===== config.mk =====
export PLATFORM = sky130hd
export DESIGN_NAME = rv_slice_top
export DESIGN_NICKNAME = d
export VERILOG_FILES = /design/src/rtl/rv_pkg.sv /design/src/rtl/dec_exe_if.sv /design/src/rtl/rv_decoder.sv /design/src/rtl/idu_exu.sv /design/src/rtl/rv_exec.sv /design/src/rtl/rv_slice_top.sv
export SDC_FILE = /design/constraint.sdc
export NUM_CORES = 2
export LEC_CHECK = 0
export ABC_AREA = 0
export BUFFER_PORTS_ARGS = -buffer_cell sky130_fd_sc_hd__buf_2
export CORE_MARGIN = 2
export CORE_UTILIZATION = 40
export CTS_CLUSTER_SIZE = 24
export DETAILED_ROUTE_END_ITERATION = 10
export HOLD_SLACK_MARGIN = 0.15
export PLACE_DENSITY_LB_ADDON = 0.25
export SYNTH_ARGS = -nofsm -noshare
export SYNTH_HDL_FRONTEND = slang
export SYNTH_SLANG_ARGS = --single-unit

===== constraint.sdc =====
create_clock -name clk -period 7.9 [get_ports clk]
set_input_delay 0 -clock clk [delete_from_list [all_inputs] [get_ports clk]]
set_output_delay 0 -clock clk [all_outputs]
set_load 0.03 [all_outputs]

===== src/rtl/rv_pkg.sv =====
`default_nettype none

package rv_pkg;

   // ------------------------------
   // Widths
   // ------------------------------
   localparam int XLEN     = 64;
   localparam int REG_AW   = 5;
   localparam int OP_SEL_W = 2;
   localparam int ALU_OPW  = 3;

   // Writeback source select
   localparam logic WB_ALU  = 1'b0;
   localparam logic WB_LINK = 1'b1;

   // ------------------------------
   // Major opcodes
   // ------------------------------
   typedef enum logic [6:0] {
      OP_IMM    = 7'b0010011,
      OP_REG    = 7'b0110011,
      OP_LUI    = 7'b0110111,
      OP_BRANCH = 7'b1100011,
      OP_JAL    = 7'b1101111
   } opcode_e;

   // Operand b source
   typedef enum logic [OP_SEL_W-1:0] {
      OPS_REG   = 2'd0, // rs2
      OPS_IMM12 = 2'd1, // I-type immediate
      OPS_IMM20 = 2'd2, // LUI upper immediate
      OPS_PC    = 2'd3  // Link address pc+4
   } op_sel_e;

   // ------------------------------
   // Execute functions
   // ------------------------------
   typedef enum logic [ALU_OPW-1:0] {
      ALU_ADD = 3'd0,
      ALU_SUB = 3'd1,
      ALU_AND = 3'd2,
      ALU_OR  = 3'd3,
      ALU_XOR = 3'd4,
      ALU_SLT = 3'd5,
      ALU_BEQ = 3'd6,
      ALU_BNE = 3'd7
   } alu_op_e;

   // funct3 codes used by the decoder
   localparam logic [2:0] F3_ADD = 3'b000;
   localparam logic [2:0] F3_SLT = 3'b010;
   localparam logic [2:0] F3_XOR = 3'b100;
   localparam logic [2:0] F3_OR  = 3'b110;
   localparam logic [2:0] F3_AND = 3'b111;
   localparam logic [2:0] F3_BEQ = 3'b000;
   localparam logic [2:0] F3_BNE = 3'b001;

endpackage

`default_nettype wire


===== src/rtl/dec_exe_if.sv =====
`default_nettype none

interface dec_exe_if;
   import rv_pkg::*;

   logic              valid;
   logic              rf_we;
   logic [REG_AW-1:0] rd;
   logic [REG_AW-1:0] rs1_addr;
   logic [REG_AW-1:0] rs2_addr;
   op_sel_e           op_sel;
   alu_op_e           fu_sel;
   logic              wb_sel;  // WB_ALU or WB_LINK
   logic [11:0]       imm12;
   logic [12:0]       imm13;
   logic [19:0]       imm20;
   logic [20:0]       imm21;
   logic [XLEN-1:0]   pc;
   logic [31:0]       insn;

   modport src (
      output valid, rf_we, rd, rs1_addr, rs2_addr,
      output op_sel, fu_sel, wb_sel,
      output imm12, imm13, imm20, imm21,
      output pc, insn
   );

   modport dst (
      input valid, rf_we, rd, rs1_addr, rs2_addr,
      input op_sel, fu_sel, wb_sel,
      input imm12, imm13, imm20, imm21,
      input pc, insn
   );

endinterface

`default_nettype wire


===== src/rtl/rv_decoder.sv =====
`default_nettype none

module rv_decoder (
   input  logic                    insn_valid,
   input  logic [31:0]             insn,
   input  logic [rv_pkg::XLEN-1:0] pc,
   dec_exe_if.src                  dec
);
   import rv_pkg::*;

   opcode_e    opcode;
   logic [2:0] funct3;
   logic [6:0] funct7;
   logic       legal;

   assign opcode = opcode_e'(insn[6:0]);
   assign funct3 = insn[14:12];
   assign funct7 = insn[31:25];

   // ------------------------------
   // Immediates and register fields
   // ------------------------------
   assign dec.imm12    = insn[31:20];
   assign dec.imm13    = {insn[31], insn[7], insn[30:25], insn[11:8], 1'b0};
   assign dec.imm20    = insn[31:12];
   assign dec.imm21    = {insn[31], insn[19:12], insn[20], insn[30:21], 1'b0};
   assign dec.rd       = insn[11:7];
   assign dec.rs2_addr = insn[24:20];
   assign dec.pc       = pc;
   assign dec.insn     = insn;

   // LUI and JAL use bits 19:15 as immediate, so rs1 reads x0
   assign dec.rs1_addr = (opcode == OP_LUI || opcode == OP_JAL) ? '0 : insn[19:15];

   assign dec.valid = insn_valid & legal;

   // ------------------------------
   // Control fields
   // ------------------------------
   always_comb
   begin
      legal      = 1'b0;
      dec.rf_we  = 1'b0;
      dec.op_sel = OPS_REG;
      dec.fu_sel = ALU_ADD;
      dec.wb_sel = WB_ALU;
      case (opcode)
         OP_IMM:
         begin
            legal      = (funct3 == F3_ADD); // ADDI only
            dec.rf_we  = 1'b1;
            dec.op_sel = OPS_IMM12;
         end
         OP_REG:
         begin
            dec.rf_we = 1'b1;
            legal     = (funct7 == 7'b0000000);
            case (funct3)
               F3_ADD:
               begin
                  legal      = (funct7 == 7'b0000000) || (funct7 == 7'b0100000);
                  dec.fu_sel = funct7[5] ? ALU_SUB : ALU_ADD;
               end
               F3_AND:  dec.fu_sel = ALU_AND;
               F3_OR:   dec.fu_sel = ALU_OR;
               F3_XOR:  dec.fu_sel = ALU_XOR;
               F3_SLT:  dec.fu_sel = ALU_SLT;
               default: legal = 1'b0;
            endcase
         end
         OP_LUI:
         begin
            legal      = 1'b1;
            dec.rf_we  = 1'b1;
            dec.op_sel = OPS_IMM20;
         end
         OP_BRANCH:
         begin
            legal      = (funct3 == F3_BEQ) || (funct3 == F3_BNE);
            dec.fu_sel = (funct3 == F3_BNE) ? ALU_BNE : ALU_BEQ;
         end
         OP_JAL:
         begin
            legal      = 1'b1;
            dec.rf_we  = 1'b1;
            dec.op_sel = OPS_PC;
            dec.wb_sel = WB_LINK;
         end
         default: legal = 1'b0; // Loads, stores, system and the rest
      endcase
   end

endmodule

`default_nettype wire


===== src/rtl/idu_exu.sv =====
`default_nettype none

module idu_exu (
   input  logic    clk,
   input  logic    rst,
   input  logic    flush,
   dec_exe_if.dst  dec,
   dec_exe_if.src  exe
);
   import rv_pkg::*;

   // ------------------------------
   // Control fields
   // ------------------------------
   always_ff @(posedge clk)
   begin
      if (rst)
      begin
         exe.valid  <= 1'b0;
         exe.rf_we  <= 1'b0;
         exe.op_sel <= OPS_REG;
         exe.fu_sel <= ALU_ADD;
         exe.wb_sel <= WB_ALU;
      end
      else
      begin
         // Flush kills the younger instruction
         exe.valid  <= flush ? 1'b0 : dec.valid;
         exe.rf_we  <= flush ? 1'b0 : dec.rf_we;
         exe.op_sel <= flush ? OPS_REG : dec.op_sel;
         exe.fu_sel <= flush ? ALU_ADD : dec.fu_sel;
         exe.wb_sel <= flush ? WB_ALU : dec.wb_sel;
      end
   end

   // ------------------------------
   // Data fields
   // ------------------------------
   always_ff @(posedge clk)
   begin
      exe.rd       <= dec.rd;
      exe.rs1_addr <= dec.rs1_addr;
      exe.rs2_addr <= dec.rs2_addr;
      exe.imm12    <= dec.imm12;
      exe.imm13    <= dec.imm13;
      exe.imm20    <= dec.imm20;
      exe.imm21    <= dec.imm21;
      exe.pc       <= dec.pc;
      exe.insn     <= dec.insn;
   end

endmodule

`default_nettype wire


===== src/rtl/rv_exec.sv =====
`default_nettype none

module rv_exec (
   input  logic                      clk,
   input  logic                      rst,
   dec_exe_if.dst                    exe,
   output logic                      flush,
   output logic                      wb_valid,
   output logic [rv_pkg::REG_AW-1:0] wb_rd,
   output logic [rv_pkg::XLEN-1:0]   wb_data,
   output logic                      redirect_valid,
   output logic [rv_pkg::XLEN-1:0]   redirect_pc
);
   import rv_pkg::*;

   logic [XLEN-1:0] regs [1:31]; // x0 not stored
   logic [XLEN-1:0] op_a;
   logic [XLEN-1:0] op_b;
   logic [XLEN-1:0] alu_res;
   logic [XLEN-1:0] result;
   logic [XLEN-1:0] target;
   logic            equal;
   logic            taken;
   logic            wb_we;

   // ------------------------------
   // Operand fetch
   // ------------------------------
   assign op_a = (exe.rs1_addr == '0) ? '0 : regs[exe.rs1_addr];

   always_comb
   begin
      case (exe.op_sel)
         OPS_REG:   op_b = (exe.rs2_addr == '0) ? '0 : regs[exe.rs2_addr];
         OPS_IMM12: op_b = {{52{exe.imm12[11]}}, exe.imm12};
         OPS_IMM20: op_b = {{32{exe.imm20[19]}}, exe.imm20, 12'b0};
         default:   op_b = exe.pc + 64'd4; // Link address
      endcase
   end

   // ------------------------------
   // ALU and branch resolution
   // ------------------------------
   assign equal = (op_a == op_b);

   always_comb
   begin
      case (exe.fu_sel)
         ALU_ADD: alu_res = op_a + op_b;
         ALU_SUB: alu_res = op_a - op_b;
         ALU_AND: alu_res = op_a & op_b;
         ALU_OR:  alu_res = op_a | op_b;
         ALU_XOR: alu_res = op_a ^ op_b;
         ALU_SLT: alu_res = {63'b0, $signed(op_a) < $signed(op_b)};
         ALU_BEQ: alu_res = {63'b0, equal};
         default: alu_res = {63'b0, ~equal}; // BNE
      endcase
   end

   assign taken = ((exe.fu_sel == ALU_BEQ) && equal) || ((exe.fu_sel == ALU_BNE) && !equal);
   assign flush = exe.valid & (taken | (exe.wb_sel == WB_LINK));

   assign target = (exe.wb_sel == WB_LINK) ? exe.pc + {{43{exe.imm21[20]}}, exe.imm21}
                                           : exe.pc + {{51{exe.imm13[12]}}, exe.imm13};

   assign result = (exe.wb_sel == WB_LINK) ? op_b : alu_res;
   assign wb_we  = exe.valid & exe.rf_we & (exe.rd != '0);

   // ------------------------------
   // Writeback and redirect
   // ------------------------------
   always_ff @(posedge clk)
   begin
      if (wb_we)
         regs[exe.rd] <= result;
      wb_rd       <= exe.rd;
      wb_data     <= result;
      redirect_pc <= target;
   end

   always_ff @(posedge clk)
   begin
      if (rst)
      begin
         wb_valid       <= 1'b0;
         redirect_valid <= 1'b0;
      end
      else
      begin
         wb_valid       <= wb_we;
         redirect_valid <= flush;
      end
   end

endmodule

`default_nettype wire


===== src/rtl/rv_slice_top.sv =====
`default_nettype none

module rv_slice_top (
   input  logic                      clk,
   input  logic                      rst,
   input  logic                      insn_valid,
   input  logic [31:0]               insn,
   input  logic [rv_pkg::XLEN-1:0]   pc,
   output logic                      wb_valid,
   output logic [rv_pkg::REG_AW-1:0] wb_rd,
   output logic [rv_pkg::XLEN-1:0]   wb_data,
   output logic                      redirect_valid,
   output logic [rv_pkg::XLEN-1:0]   redirect_pc
);

   logic flush; // Taken branch or JAL in execute

   dec_exe_if dec_q ();
   dec_exe_if exe_q ();

   rv_decoder rv_decoder_i (
      .insn_valid (insn_valid),
      .insn       (insn),
      .pc         (pc),
      .dec        (dec_q.src)
   );

   idu_exu idu_exu_i (
      .clk   (clk),
      .rst   (rst),
      .flush (flush),
      .dec   (dec_q.dst),
      .exe   (exe_q.src)
   );

   rv_exec rv_exec_i (
      .clk            (clk),
      .rst            (rst),
      .exe            (exe_q.dst),
      .flush          (flush),
      .wb_valid       (wb_valid),
      .wb_rd          (wb_rd),
      .wb_data        (wb_data),
      .redirect_valid (redirect_valid),
      .redirect_pc    (redirect_pc)
   );

endmodule

`default_nettype wire


# Word-level counts from Yosys, hierarchy flattened
# Memories as Yosys holds them, arrays and structs flattened. A register that Yosys moved wholly into a read port is not among the register bits.
# Index checks and enable logic that the tools add are counted.
[word_totals]
regBits = 286
mem_bits_rw = 1984
output_inout_bits = 135
word_cells = 91
memories = 1
[op_classes]
add_sub_neg = 5
magnitude_cmp = 1
n_eq_ne = 21
n_mux = 18
n_bitwise = 9
reduce_logical = 18
[memory_table]
columns = ["name", "words", "word_bits", "rd", "rd_ports_with_merged_regs", "write_ports", "line", "rtl"]
rows = [
  ["rv_exec_i.regs", 31, 64, 2, 2, 1, "rv_exec.sv:16", "logic [XLEN-1:0] regs [1:31];"],
]
[ops]
columns = ["operator", "n"]
rows = [
  ["$pmux W64 S7", 1],
  ["$mux W64", 4],
  ["$add A64 B64 Y64", 3],
  ["$pmux W64 S3", 1],
  ["$add A64 B3 Y64 const B", 1],
  ["$and A64 B64 Y64", 1],
  ["$eq A64 B64 Y1", 1],
  ["$lt A64 B64 Y1", 1],
  ["$or A64 B64 Y64", 1],
  ["$sub A64 B64 Y64", 1],
  ["$xor A64 B64 Y64", 1],
  ["$eq A3 B3 Y1 const B", 7],
  ["$eq A7 B6 Y1 const B", 3],
  ["$pmux W3 S5", 1],
  ["$eq A7 B7 Y1 const B", 2],
  ["$logic_not A5 Y1", 2],
  ["$eq A3 B2 Y1 const B", 3],
  ["$reduce_or A4 Y1", 2],
  ["$eq A7 B5 Y1 const B", 1],
  ["$logic_not A7 Y1", 1],
  ["$eq A3 B1 Y1 const B", 2],
  ["$logic_not A3 Y1", 2],
  ["$mux W1", 6],
  ["$pmux W2 S3", 1],
  ["other kinds (15)", 23],
]

# Depth between registers and ports, before layout
[depth]
ltp_word = 10
ltp_mapped = 28
ltp_nobuf = 22

# Modules after synthesis
# A second synthesis with hierarchy kept.
[unflattened]
hier_cells = 8503
area_unflattened_um2 = 117501.4
[by_module_without_submodules]
columns = ["module", "n_inst", "cells_per_inst", "area_per_inst_um2", "seq_area_each_um2"]
rows = [
  ["rv_exec", 1, 8096, 112107.5, 62279.7],
  ["idu_exu", 1, 195, 3826.2, 3703.6],
  ["rv_decoder", 1, 212, 1567.8, 0.0],
]

# Worst setup path before layout
# Ideal clock, no wire load.
[synth_timing]
kind = "register to register"
start = "register idu_exu_i.exe.imm12[0]"
end = "memory rv_exec_i.regs[10][50] (data pin)"
setup_ns = 0.466
arrival_time_ns = 6.580
required_time_ns = 7.434
setup_slack_ns = 0.854
stages_incl_launch_ff = 28
period_less_slack_ns = 7.046
path_cell_list = "dfxtp_1 > buf_4 > buf_6 > buf_4 > buf_4 > buf_4 > mux2i_1 > a21oi_1 > mux4_2 > mux2i_1 > nor2_1 > a21oi_1 > nor2_1 > a21oi_1 > inv_1 > ha_1 > buf_6 > or3_4 > a2111oi_4 > o31a_1 > o21bai_1 > a311o_1 > nand3_2 > a21o_2 > a21o_1 > a41oi_1 > o2111a_1 > a211oi_1"
[synth_via]
elab_chain_len = 4
[synth_lines]
columns = ["element", "line", "rtl"]
rows = [
  ["start: declaration", "dec_exe_if.sv:24", "output imm12, imm13, imm20, imm21,"],
  ["$pmux W64 S3 (*)", "rv_exec.sv:33", "case (exe.op_sel)"],
  ["$sub A64 B64 Y64 / $add A64 B64 Y64 (equally long branches)", "rv_exec.sv:50, rv_exec.sv:49", ""],
  ["$pmux W64 S7 (*)", "rv_exec.sv:48", "case (exe.fu_sel)"],
  ["$mux W64 (*)", "rv_exec.sv:66", "assign result = (exe.wb_sel == WB_LINK) ? op_b : alu_res;"],
  ["named net rv_exec_i.result[50]", "rv_exec.sv:20", "logic [XLEN-1:0] result;"],
  ["end: declaration", "rv_exec.sv:16", ""],
]
# The timed path passes the listed nets; every way through them passes the cells marked *.

# Worst setup path after layout
[layout_timing]
start = "register idu_exu_i.exe.imm12[1]"
end = "memory rv_exec_i.regs[29][57] (data pin)"
# Same word-level chain as after synthesis.

==> run metrics <==
Commonest cells post-synth edfxtp_1 (1984), mux4_2 (833), a21oi_1 (616); RR Startpoint idu_exu_i.exe.imm12[1]$_DFF_P_; area of the die 291000 um^2; CP arrival 8350 ps; Reg clk slew, reported paths 60 ps; fin cells 12400; area of the core 285000 um^2; antenna-violating nets left 0; leakage 45.5 nW; All-Layer GR Usage 0.287; flop-to-flop setup slack 180 ps; Initial DRT Pass Iterations 5; post-synthesis area per instance 14.4 um^2; Max Cap Viol 0; Syn Nets 8309; share of layout cells above drive strength 1 0.236; Area Growth Syn to Fin 16.2%; total CTS buffers 243; RePlAce Congestion 0.972; Setup Slack @ Placement -223 ps; Hold Violations, Final 0; # rows 196; Critical Path Start idu_exu_i.exe.imm12[1]$_DFF_P_; clock skew 69.3 ps; initial antenna violation count 23; Synth Instances 7941; Setup crit end rv_exec_i.regs[29][57]$_DFFE_PP_; Distinct cells, synth 96; die width 539 um; HP Class primary input to flop; vias in the first global route 79500; reg2reg path depth 21; setup TNS 0 ps; drt total wl 428000 um; Area contributors post-synth edfxtp_1 (52%), mux4_2 (16%), mux2i_1 (4.5%), dfxtp_1 (4.1%), ha_1 (2.9%); io pins 234; EDFF count, synth 1984; post-synth top area share 0.520; fin crit share 0.978; Max IR drop VDD 0.000225 V; Final min period 7720 ps; routed vias/inst 6.53; Crit. End Element flop; CTS HTree Levels 4; first-pass GRT wire length 599000 um; reg-to-reg endpoint rv_exec_i.regs[29][57]$_DFFE_PP_; Die H 539 um; Slew headroom 0.0550; DP Area 123000 um^2; Clock Path Buffers 4; clk sinks 2221; port bufs 233; Final setup viols 0; pin count of the biggest net entering global routing 102; Worst Hold Slack 196 ps; Synth area leader edfxtp_1; DP Cell Count 11800; Core Util, Final 0.467; initial core utilization 0.402; Slew @ Worst Pin 1420 ps; crit-path cells buf_12 -> buf_4 -> mux4_2 -> mux4_2 -> mux2i_1 -> o211ai_1 -> o21ai_0 -> inv_1 -> ha_1 -> nand4_1 -> nor4_2 -> nand3_1 -> nor4_2 -> a211oi_2 -> o31ai_1 -> a21oi_1 -> nor2_1 -> o21ai_0 -> xnor2_1 -> a221o_1 -> buf_4; PD cells 254 nW/um^2; vias post-DR 81100; slowest library cell on the worst path dfxtp_4; RSZ-0062 raised after global routing no; Yosys reg bits 2221; Power Total 33.8 mW; top-count cell post-synth edfxtp_1; Yosys warnings 0; worst-skew pair later-pin latency 950 ps; per-cell routed wire length 34.4 um; CP required 8530 ps; critical-path maximum fanout 41; Root Buffer clkbuf_16; FFs w/ async S/R, synth 0; Setup WS post-layout 176 ps; fin. max-slew vios 0; Nets 8819; post-synthesis sequential area ratio 0.561; f_max 129 MHz; drt initial violations 10200; critical path class flop to flop; Final Instance Area 133000 um^2; Post-Synthesis Cell Area 115000 um^2; status finished clean; Critical Path Start Type flop; half-perimeter wire length after detailed placement 251000 um; max incr delay on CP 890 ps; grt total ovfl 0; Most used DFF post-synth edfxtp_1; drc violations 0; CTS tree done
-- registers in the layout, summed over array words and instances (netlist names), 5 cells and up --
register,count
rv_exec_i.regs,1984
idu_exu_i.exe.pc,64
rv_exec_i.redirect_pc,64
rv_exec_i.wb_data,64
idu_exu_i.exe.imm12,11
idu_exu_i.exe.imm20,8
idu_exu_i.exe.rs1_addr,5
rv_exec_i.wb_rd,5
-- worst max-delay path, delay by kind of cell (launching register included) --
kind / cells / cell delay [ps]
xor+xnor: 1 / 190
mux: 3 / 1260
buf+inv: 4 / 970
simple gates: 5 / 1670
fa+ha+maj: 1 / 580
flops: 1 / 890
compound gates: 7 / 1770
-- cells in the final DEF, fill, tap and decap left out, types with 233 or more instances in the layout --
cell type	count
buf_4	298
edfxtp_1	1984
o21ai_0	307
mux2i_1	514
ha_1	266
nand2_1	257
a21oi_1	588
buf_2	233
nor2_1	471
clkbuf_16	244
mux4_2	833
-- routing by layer --
| metal | up-vias | share of wire | GRT usage |
|---|---|---|---|
| met4 | 16 | 0.040 | 0.103 |
| met2 | 4914 | 0.46 | 0.453 |
| li1 | 33100 | - | - |
| met1 | 42100 | 0.40 | 0.391 |
| met3 | 912 | 0.10 | 0.0605 |
| met5 | - | 0.00024 | 0 |
-- power breakdown --
| group | total (mW) | switching (mW) | internal (mW) |
|---|---|---|---|
| logic | 7.26 | 4.96 | 2.30 |
| clock network | 11.8 | 4.84 | 6.96 |
| registers | 14.8 | 0.272 | 14.5 |
| total | 33.8 | 10.1 | 23.7 |
-- worst min path at each step --
stage / startpoint / endpoint / slack, ps / cells after the start
CTS: insn[13] / idu_exu_i.exe.fu_sel[1]$_SDFF_PP0_ / 160 / 4
global placement: insn[11] / idu_exu_i.exe.imm13[4]$_DFF_P_ / 100 / 1
finish: insn[13] / idu_exu_i.exe.fu_sel[1]$_SDFF_PP0_ / 200 / 4
floorplan: insn[20] / idu_exu_i.exe.imm12[0]$_DFF_P_ / 30 / 0
global route: pc[35] / idu_exu_i.exe.pc[35]$_DFF_P_ / 220 / 3
detailed placement: pc[62] / idu_exu_i.exe.pc[62]$_DFF_P_ / 100 / 1
-- cells by family (layout without fill, tap and decap cells) --
kind of cell / Yosys count / in the layout / synth area share
flops: 2221 / 2221 / 0.561
buf+inv: 795 / 1505 / 0.0277
other cells: 0 / 5 / 0
xor+xnor: 172 / 172 / 0.0131
simple gates: 1229 / 1229 / 0.0507
fa+ha+maj: 269 / 269 / 0.0296
mux: 1415 / 1415 / 0.215
compound gates: 1840 / 1840 / 0.102
-- final cells by class --
| type | count | area, um^2 |
|---|---|---|
| fill | 24500 | 152000 |
| sequential | 2221 | 64400 |
| multi-input combinational | 4925 | 47700 |
| timing repair buffer | 829 | 7310 |
| clock buffer | 298 | 6400 |
| tap | 3762 | 4710 |
| clock inverter | 147 | 1820 |
| inverter | 231 | 870 |
| antenna | 5 | 12.5 |
-- timing repair --
action / CTS / global route
gates resized for setup: 1 / 3
endpoints found under the setup margin: 106 / 235
hold endpoints to repair: 104 / 0
buffers inserted: 0 / 1
hold buffers: 204 / 0
No activity file was read; power rests on OpenSTA's default activity.
